File: src/hdl/dbg_macros.svh
/*
 * Debug monitor macros
 * Widths of the retire record, test port codes,
 * key synchronizer depth and display digit count
 */

`ifndef DBG_MACROS_SVH
`define DBG_MACROS_SVH

// ========================================
// Retire record widths
// ========================================
`define DBG_DATA_WIDTH     32
`define DBG_ADDR_WIDTH     32
`define DBG_REG_IDX_WIDTH  5

// Key synchronizer flop count
`define DBG_SYNC_DEPTH     2

// Codes the core writes to its test port
`define DBG_PASS_CODE      32'h0000_4a33
`define DBG_FAIL_CODE      32'h0000_fae1

`define DBG_NUM_DIGITS     8

`endif
File: src/hdl/dbg_pkg.sv
/*
 * Debug monitor package
 * Vector types for the retire record and the display,
 * and the state encoding of the step controller
 */

`include "dbg_macros.svh"

package dbg_pkg;

    typedef logic [`DBG_DATA_WIDTH-1:0]    dbg_data_t;
    typedef logic [`DBG_ADDR_WIDTH-1:0]    dbg_addr_t;
    typedef logic [`DBG_REG_IDX_WIDTH-1:0] dbg_reg_idx_t;

    // Active-low segments, bit 0 is a, bit 6 is g
    typedef logic [6:0] seg7_t;

    // ========================================
    // Step controller states
    // ========================================
    typedef enum logic [1:0] {
        STEP_RUN  = 2'b00,
        STEP_STEP = 2'b01,
        STEP_HALT = 2'b10,
        STEP_DONE = 2'b11
    } step_state_t;

endpackage

File: src/hdl/dbg_monitor_top.sv
/*
 * Debug monitor top
 * Key decode, step controller and retire display for a core
 * under test, with LED and seven-segment outputs
 */

`include "dbg_macros.svh"

module dbg_monitor_top
    import dbg_pkg::*;
(
    input  logic         clk,
    input  logic         i_rst_n,
    input  logic [1:0]   i_key,

    input  dbg_data_t    i_sim_tp,
    input  logic         i_retire_en,
    input  dbg_reg_idx_t i_retire_rdst,
    input  dbg_data_t    i_retire_data,
    input  logic         i_redirect,
    input  dbg_addr_t    i_redirect_addr,

    output logic         o_core_en,
    output logic         o_done,
    output logic [17:0]  o_ledr,
    output logic [4:0]   o_ledg,
    output seg7_t        o_hex0,
    output seg7_t        o_hex1,
    output seg7_t        o_hex2,
    output seg7_t        o_hex3,
    output seg7_t        o_hex4,
    output seg7_t        o_hex5,
    output seg7_t        o_hex6,
    output seg7_t        o_hex7
);

    logic         [1:0] key_pulse;
    logic         capture_en;
    logic         ledr_redirect;
    logic [15:0]  ledr_addr;
    dbg_reg_idx_t ledg;
    seg7_t        hex [0:`DBG_NUM_DIGITS-1];

    // ========================================
    // Decode
    // ========================================
    key_decode key_decode_inst (
        .clk         (clk),
        .i_rst_n     (i_rst_n),
        .i_key       (i_key),
        .o_key_pulse (key_pulse)
    );

    // ========================================
    // Execute
    // ========================================
    step_ctrl step_ctrl_inst (
        .clk          (clk),
        .i_rst_n      (i_rst_n),
        .i_key_pulse  (key_pulse),
        .i_sim_tp     (i_sim_tp),
        .i_retire_en  (i_retire_en),
        .o_core_en    (o_core_en),
        .o_capture_en (capture_en),
        .o_done       (o_done)
    );

    // ========================================
    // Result
    // ========================================
    retire_display retire_display_inst (
        .clk             (clk),
        .i_rst_n         (i_rst_n),
        .i_capture_en    (capture_en),
        .i_done          (o_done),
        .i_sim_tp        (i_sim_tp),
        .i_retire_rdst   (i_retire_rdst),
        .i_retire_data   (i_retire_data),
        .i_redirect      (i_redirect),
        .i_redirect_addr (i_redirect_addr),
        .o_ledr_redirect (ledr_redirect),
        .o_ledr_addr     (ledr_addr),
        .o_ledg          (ledg),
        .o_hex           (hex)
    );

    // Core enable on the top red LED
    assign o_ledr = {o_core_en, ledr_redirect, ledr_addr};
    assign o_ledg = ledg;

    assign o_hex0 = hex[0];
    assign o_hex1 = hex[1];
    assign o_hex2 = hex[2];
    assign o_hex3 = hex[3];
    assign o_hex4 = hex[4];
    assign o_hex5 = hex[5];
    assign o_hex6 = hex[6];
    assign o_hex7 = hex[7];

endmodule

File: src/hdl/retire_display.sv
/*
 * Retire capture and display
 * Latches the retire record on a step, or the test port once done,
 * and drives eight seven-segment digits from the data register
 */

`include "dbg_macros.svh"

module retire_display
    import dbg_pkg::*;
(
    input  logic         clk,
    input  logic         i_rst_n,
    input  logic         i_capture_en,
    input  logic         i_done,
    input  dbg_data_t    i_sim_tp,
    input  dbg_reg_idx_t i_retire_rdst,
    input  dbg_data_t    i_retire_data,
    input  logic         i_redirect,
    input  dbg_addr_t    i_redirect_addr,
    output logic         o_ledr_redirect,
    output logic [15:0]  o_ledr_addr,
    output dbg_reg_idx_t o_ledg,
    output seg7_t        o_hex [0:`DBG_NUM_DIGITS-1]
);

    localparam seg7_t SEG7_DARK = 7'h7f;

    logic         redirect_r;
    logic [15:0]  redirect_addr_r;
    dbg_reg_idx_t rdst_r;
    dbg_data_t    data_r;
    dbg_data_t    data_next;
    logic         data_load;

    // Hex digit to active-low segments
    function automatic seg7_t hex_to_seg7(input logic [3:0] nibble);
        seg7_t seg;
        case (nibble)
            4'h0: seg = 7'h40;
            4'h1: seg = 7'h79;
            4'h2: seg = 7'h24;
            4'h3: seg = 7'h30;
            4'h4: seg = 7'h19;
            4'h5: seg = 7'h12;
            4'h6: seg = 7'h02;
            4'h7: seg = 7'h78;
            4'h8: seg = 7'h00;
            4'h9: seg = 7'h10;
            4'ha: seg = 7'h08;
            4'hb: seg = 7'h03;
            4'hc: seg = 7'h46;
            4'hd: seg = 7'h21;
            4'he: seg = 7'h06;
            default: seg = 7'h0e;
        endcase
        return seg;
    endfunction

    // ========================================
    // Capture registers
    // ========================================
    always_ff @(posedge clk or negedge i_rst_n) begin
        if (!i_rst_n) begin
            redirect_r      <= 1'b0;
            redirect_addr_r <= '0;
            rdst_r          <= '0;
        end else if (i_capture_en) begin
            redirect_r      <= i_redirect;
            redirect_addr_r <= i_redirect_addr[15:0];
            rdst_r          <= i_retire_rdst;
        end
    end

    // Done shows the test code in place of retire data
    assign data_next = i_done ? i_sim_tp : i_retire_data;
    assign data_load = i_capture_en || i_done;

    always_ff @(posedge clk or negedge i_rst_n) begin
        if (!i_rst_n) begin
            data_r <= '0;
        end else if (data_load) begin
            data_r <= data_next;
        end
    end

    assign o_ledr_redirect = redirect_r;
    assign o_ledr_addr     = redirect_addr_r;
    assign o_ledg          = rdst_r;

    // ========================================
    // Digit decoders, nibble 0 on digit 0
    // ========================================
    for (genvar d = 0; d < `DBG_NUM_DIGITS; d++) begin : g_digit
        assign o_hex[d] = i_rst_n ? hex_to_seg7(data_r[d*4 +: 4]) : SEG7_DARK;
    end

endmodule

File: src/hdl/step_ctrl.sv
/*
 * Step controller
 * Run, step, halt and done state machine worked by the keys
 * Produces the core enable, the capture strobe and the done level
 */

`include "dbg_macros.svh"

module step_ctrl
    import dbg_pkg::*;
(
    input  logic      clk,
    input  logic      i_rst_n,
    input  logic [1:0] i_key_pulse,
    input  dbg_data_t i_sim_tp,
    input  logic      i_retire_en,
    output logic      o_core_en,
    output logic      o_capture_en,
    output logic      o_done
);

    step_state_t state_r;
    step_state_t state_next;
    logic        test_finished;
    logic        key_step;
    logic        key_run;

    assign key_step = i_key_pulse[0];
    assign key_run  = i_key_pulse[1];

    // Core reports either pass or fail on its test port
    assign test_finished = (i_sim_tp == `DBG_PASS_CODE) || (i_sim_tp == `DBG_FAIL_CODE);

    // ========================================
    // Next state
    // ========================================
    always_comb begin
        state_next = state_r;
        unique case (state_r)
            STEP_RUN: begin
                if (test_finished) begin
                    state_next = STEP_DONE;
                end else if (key_run) begin
                    state_next = STEP_STEP;
                end
            end
            STEP_STEP: begin
                if (i_retire_en) begin
                    state_next = STEP_HALT;
                end
            end
            STEP_HALT, STEP_DONE: begin
                if (key_run) begin
                    state_next = STEP_RUN;
                end else if (key_step) begin
                    state_next = STEP_STEP;
                end
            end
            default: state_next = STEP_STEP;
        endcase
    end

    always_ff @(posedge clk or negedge i_rst_n) begin
        if (!i_rst_n) begin
            state_r <= STEP_STEP;
        end else begin
            state_r <= state_next;
        end
    end

    // Outputs decoded from the state
    assign o_core_en    = (state_r == STEP_RUN) || (state_r == STEP_STEP);
    assign o_capture_en = (state_r == STEP_STEP) && i_retire_en;
    assign o_done       = (state_r == STEP_DONE);

endmodule

File: src/hdl/key_decode.sv
/*
 * Key decode
 * Synchronizes the active-low push keys and turns
 * each press into a single one-cycle pulse
 */

`include "dbg_macros.svh"

module key_decode (
    input  logic       clk,
    input  logic       i_rst_n,
    input  logic [1:0] i_key,
    output logic [1:0] o_key_pulse
);

    localparam int SYNC_LAST = `DBG_SYNC_DEPTH - 1;

    logic [1:0] key_pressed;
    logic [1:0] sync_r [`DBG_SYNC_DEPTH];
    logic [1:0] key_last_r;
    logic [1:0] pulse_r;

    // Keys pull low when pressed
    assign key_pressed = ~i_key;

    // ========================================
    // Synchronizer chain
    // ========================================
    always_ff @(posedge clk or negedge i_rst_n) begin
        if (!i_rst_n) begin
            for (int i = 0; i < `DBG_SYNC_DEPTH; i++) begin
                sync_r[i] <= '0;
            end
        end else begin
            sync_r[0] <= key_pressed;
            for (int i = 1; i < `DBG_SYNC_DEPTH; i++) begin
                sync_r[i] <= sync_r[i-1];
            end
        end
    end

    // ========================================
    // Rising edge of the pressed level
    // ========================================
    always_ff @(posedge clk or negedge i_rst_n) begin
        if (!i_rst_n) begin
            key_last_r <= '0;
            pulse_r    <= '0;
        end else begin
            key_last_r <= sync_r[SYNC_LAST];
            // A held key stays high in key_last_r, so no repeat pulse
            pulse_r    <= sync_r[SYNC_LAST] & ~key_last_r;
        end
    end

    assign o_key_pulse = pulse_r;

endmodule

File: config.mk
export PLATFORM = sky130hd
export DESIGN_NAME = dbg_monitor_top
export DESIGN_NICKNAME = d
export VERILOG_FILES = /design/src/hdl/dbg_pkg.sv /design/src/hdl/dbg_monitor_top.sv /design/src/hdl/retire_display.sv /design/src/hdl/step_ctrl.sv /design/src/hdl/key_decode.sv
export VERILOG_INCLUDE_DIRS = /design/src /design/src/hdl
export SDC_FILE = /design/constraint.sdc
export NUM_CORES = 1
export LEC_CHECK = 0
export BUFFER_PORTS_ARGS = -buffer_cell sky130_fd_sc_hd__buf_4
export CORE_MARGIN = 2
export CORE_UTILIZATION = 45
export CTS_CLUSTER_DIAMETER = 100
export DETAILED_ROUTE_END_ITERATION = 8
export PLACE_DENSITY_LB_ADDON = 0.12
export SYNTH_ARGS = -nofsm -noshare
export SYNTH_HDL_FRONTEND = slang
export SYNTH_SLANG_ARGS = --single-unit
export TNS_END_PERCENT = 50
File: constraint.sdc
create_clock -name clk -period 1.6 [get_ports clk]
set_input_delay 0.24 -clock clk [delete_from_list [all_inputs] [get_ports clk]]
set_output_delay 0.24 -clock clk [all_outputs]
set_load 0.02 [all_outputs]
* Yosys cells after proc, flatten, opt, wreduce, memory -nomap -nowiden *
Memories as Yosys holds them, arrays and structs flattened.
Cells that the tools add are included.

storage, ports and cells
  logic and storage cells = 50
  bits in registers = 64
  ROM bits = 896
  memories = 8
  output and inout bits = 81

memories
  memory           depth  bits a word  read ports  clocked after memory_dff  write ports  RTL line              text
  (no name shown)  16     7            1           0                         0            retire_display.sv:39  case (nibble)
  (no name shown)  16     7            1           0                         0            retire_display.sv:39
  (no name shown)  16     7            1           0                         0            retire_display.sv:39
  (no name shown)  16     7            1           0                         0            retire_display.sv:39
  (no name shown)  16     7            1           0                         0            retire_display.sv:39
  (no name shown)  16     7            1           0                         0            retire_display.sv:39
  2 more memories  n/a    n/a          n/a         n/a                       n/a          n/a

cells by class
  bitwise gates (word level) = 3
  muxes and demuxes = 15
  reductions and logical operators = 7
  equal/unequal tests = 8

operator list
  cell                                              count
  two-way mux 7 bit                                 8
  == test 32 x 15 -> 1 bit (second input constant)  1
  == test 32 x 16 -> 1 bit (second input constant)  1
  two-way mux 32 bit                                1
  two-way mux 2 bit                                 5
  one-hot mux 2 bit (3 select lines)                1
  == test 2 bit (second input constant)             2
  NOT 2 bit                                         2
  logical OR 1 bit                                  3
  != test 3 x 2 -> 1 bit (second input constant)    1
  != test 3 bit (second input constant)             1
  AND reduction 3 bit                               1
  bitwise AND 2 bit                                 1
  == test 2 x 1 -> 1 bit (second input constant)    1
  zero test 2 bit                                   1
  != test 2 bit (second input constant)             1
  OR reduction 2 bit                                1
  logical AND 1 bit                                 1

* Depth between registers and ports, before layout *
  depth in word-level cells = 4
  mapped depth = 6
  depth with buffers taken out = 6

* Hierarchy *
From an unflattened synthesis, not the netlist that was laid out.

unflattened totals
  cell total of the unflattened synthesis = 534
  area total of the unflattened synthesis = 5119.9 um2

by module, submodules not included
  module           instances  area each (um2)  seq. area each (um2)  cells each
  retire_display   1          4653.2           1351.3                494
  key_decode       1          235.2            200.2                 12
  step_ctrl        1          216.5            51.3                  26
  dbg_monitor_top  1          15.0             0.0                   2

* Worst setup path before layout *
Ideal clock, no wire load.

  path kind = reg-to-output
  from = register retire_display_inst.data_r[12]
  to = output o_hex3[1]
  cell stages (with the launch flop) = 5
  buffers on the path = 0
  path slack = -0.320 ns
  data required time = 1.360 ns
  arrival time = 1.680 ns
  cell sequence = dfrtp_1 -> inv_1 -> ha_1 -> inv_1 -> o311ai_0

on the way
  word-level cells in the longest chain between the ends = 2

ends and longest elaborated chain
  element                 RTL line               text
  from (decl)             retire_display.sv:32   dbg_data_t data_r;
  from (signal assigned)  retire_display.sv:83   data_r <= data_next;
  memory (16 x 7 bit)     n/a
  two-way mux 7 bit       retire_display.sv:95   assign o_hex[d] = i_rst_n ? hex_to_seg7(data_r[d*4 +: 4]) : SEG7_DARK;
  to (decl)               dbg_monitor_top.sv:30  output seg7_t o_hex3,

No other way between the ends.

* Worst setup path after layout *
  from = register retire_display_inst.data_r[13]
  to = output o_hex3[3]

Same word-level chain as after synthesis.

==> results.ini <==
[status]
outcome = complete, but fails checks
violations = negative setup slack

[floorplan]
die_height_um = 107.3
rows = 37
initial_core_util_pct = 46.52
die-area_um2 = 11510
fp.coreArea_um2 = 10320
boundaryPins = 188
die_x_um = 107.3

[timing]
finClkSkew_ps = 9.200
finalCritPeriodShare_pct = 128.9
fin_crit_ps = 2062
worst_pin_slew_ps = 915.6
drv_slew = 0
hold_viol = 0
fin_ws_ps = -461.8
rsz0062_at_grt = yes
fmax_mhz = 485.0
slew_headroom_pct = 38.76
whs_ps = 23.91
setup_viol_count_final = 56

[setup_path]
cp_max_fo = 3
crit_start = retire_display_inst.data_r[13]
crit_chain = buf_4, ha_1, mux4_2, nand2b_4, buf_6
crit_arrival_ps = 1820
end_kind = primary output
r2r_start = step_ctrl_inst.state_r[1]
worst_ep_required_time_ps = 1360
path_class = register to primary output
worst_path_max_delay_cell = mux4_2
critPathLaunchType = register
cpPeakStageDelay_ps = 460

[yosys]
synth_area_um2 = 4802
ys_ff_latch = 64
netlist.area_leader.share_pct = 32.83
synthTopCellsByArea = dfrtp_1 33%, ha_1 13%, mux2i_1 9.2%
synth_area_per_cell_um2 = 9.112
seq_area_frac_synth_pct = 33.38
synth.net_count = 682
yosysWarnings = 0
yosys.area.top_type = dfrtp_1
synth_cell_type_count = 35
synth_cells = 527

[finish]
nNetsFinal = 919
final_util_pct = 76.97
antennaDiodeCount = 0
final_common_cell = buf_4
drive_gt1_share_pct = 55.53
mostFrequentLayoutCells = 217 x buf_4, 60 x nand2_1, 46 x dfrtp_1
areaGrowthSynthToFinish_pct = 65.48
fillers = 678
layout.cells.non_filler = 905

[run]
cap_violations = 0

[power]
peakVddDrop_mv = 1.183
power_leakage_nw = 3.606
power_density_nw_per_um2 = 2159
total_power_mw = 17.16

[global_route]
antenna_found_initial = 0
grt.overflow.total = 0
first_global_vias = 4881
grt_max_degree = 40
grt_pass1_wl_mm = 23.16
track_usage_pct = 25.25

[route]
vias = 4962
wl_per_cell_um = 17.44
firstDrtPassIters = 6
finalWirelength_mm = 15.79
viasPerCell = 5.483
remaining_drc_errors = 0
drt_iter0_markers = 273
drtAntennaViolNets = 0

[clocking]
cts_tree = done
numClockSinks = 64
cts_buffers = 9
cts_max_level = 3
cts_buffer_depth = 2
cts_root_buf = clkbuf_8
worstSkewPairLatency_ps = 340
clkSlewWorstSetupHoldPaths_ps = 80

[place]
io_buffer_count = 171
place_inst = 841
pre_cts_ws_ps = -120.9
gp_congestion = 0.8270
hpwl_mm = 10.23

[worst_hold_path]
hp-start = i_key[0]
hold_path.class = input pin to register

## state kept, by name (all words and copies together), names as in the netlist
name,cells
key_decode_inst.key_last_r,2
retire_display_inst.o_ledr_redirect,1
key_decode_inst.o_key_pulse,2
retire_display_inst.data_r,32
retire_display_inst.o_ledr_addr,16
step_ctrl_inst.state_r,2
retire_display_inst.o_ledg,5
key_decode_inst.sync_r,4
## cell usage after synthesis (all sizes together)
cell	instances
a211o	1
a21boi	12
a21oi	6
and2	1
and4b	1
buf	10
clkbuf	28
dfrtp	63
dfstp	1
ha	48
inv	28
mux2	23
mux2i	44
mux4	1
nand2	63
nand2b	15
nand3	16
nand3b	7
nand4	2
nor2	21
nor2b	16
nor3	3
nor4	2
nor4b	2
o211ai	28
o21a	1
o21ai	53
o221ai	2
o311ai	21
o31a	5
o31ai	1
or4	1
xor2	1
## stage by stage
| step | area, µm² | TNS, ps |
|---|---|---|
| 5_1_grt | 7946 | -19180 |
| 3_3_place_gp | 6500 | -163.2 |
| 6_report | 7946 | -14340 |
| 4_1_cts | 7520 | -14160 |
| 2_1_floorplan | 4802 | -2522 |
| 3_5_place_dp | 6500 | -529.0 |
## routing by layer
metal | share of wire, % | up-vias | GRT usage, %
met2 | 51 | 182 | 44.35
met4 | 2.9 | 0 | 9.926
met3 | 5.4 | 36 | 5.387
met5 | 0 | - | 0
met1 | 40 | 2397 | 30.02
li1 | - | 2347 | -
## repair_timing
| action | in CTS | in global routing |
|---|---|---|
| hold buffers | 2 | 0 |
| hold endpoints to repair | 36 | 0 |
| gates cloned | 0 | 0 |
| setup endpoints to repair | 57 | 73 |
| pin swaps | 36 | 37 |
| buffers inserted | 26 | 20 |
| gates resized for setup | 161 | 60 |
## cell type report
| class | instances | area, µm² | area share (%) |
|---|---|---|---|
| Multi-Input combinational cell | 397 | 3595 | 45.24 |
| Timing Repair Buffer | 264 | 2208 | 27.79 |
| Sequential cell | 64 | 1627 | 20.47 |
| Tap cell | 136 | 170.2 | 2.141 |
| Clock buffer | 9 | 123.9 | 1.559 |
| Inverter | 28 | 120.1 | 1.512 |
| Clock inverter | 7 | 102.6 | 1.291 |
## final timing paths
kind | slack, ps | cells after the start | to
max | -460 | 5 | o_hex3[3]
max reg2reg | 200 | 4 | retire_display_inst.o_ledr_addr[14]
min | 20 | 2 | key_decode_inst.sync_r[2]
min reg2reg | 360 | 0 | key_decode_inst.sync_r[0]
min in group asynchronous | 60 | 3 | retire_display_inst.data_r[15]
max in group asynchronous | 160 | 3 | retire_display_inst.data_r[8]
## report_power, final
group / leakage [nW] / internal, mW / total [mW] / switching, mW
sequential: 0.748 / 2.42 / 3.59 / 1.18
combinational: 2.75 / 6.12 / 12.0 / 5.86
clock: 0.110 / 0.893 / 1.59 / 0.696
## kinds of logic after synthesis
family                   synth area share [%]
AO/OA/AOI/OAI                           18.11
XOR/XNOR                               0.1824
adder cells (fa/ha/maj)                 12.51
buffers and inverters                   5.732
flip-flops                              33.38
multiplexers                            15.03
AND/OR/NAND/NOR                         15.06
## critical path, delay by kind of cell (launching register included)
family	cells	cell delay [ps]
DFF	1	410
adders and majority gates	1	190
and+or+nand+nor	1	150
muxes	1	460
buffers and inverters	2	270
Note: power is estimated with default switching activity, not from simulation.
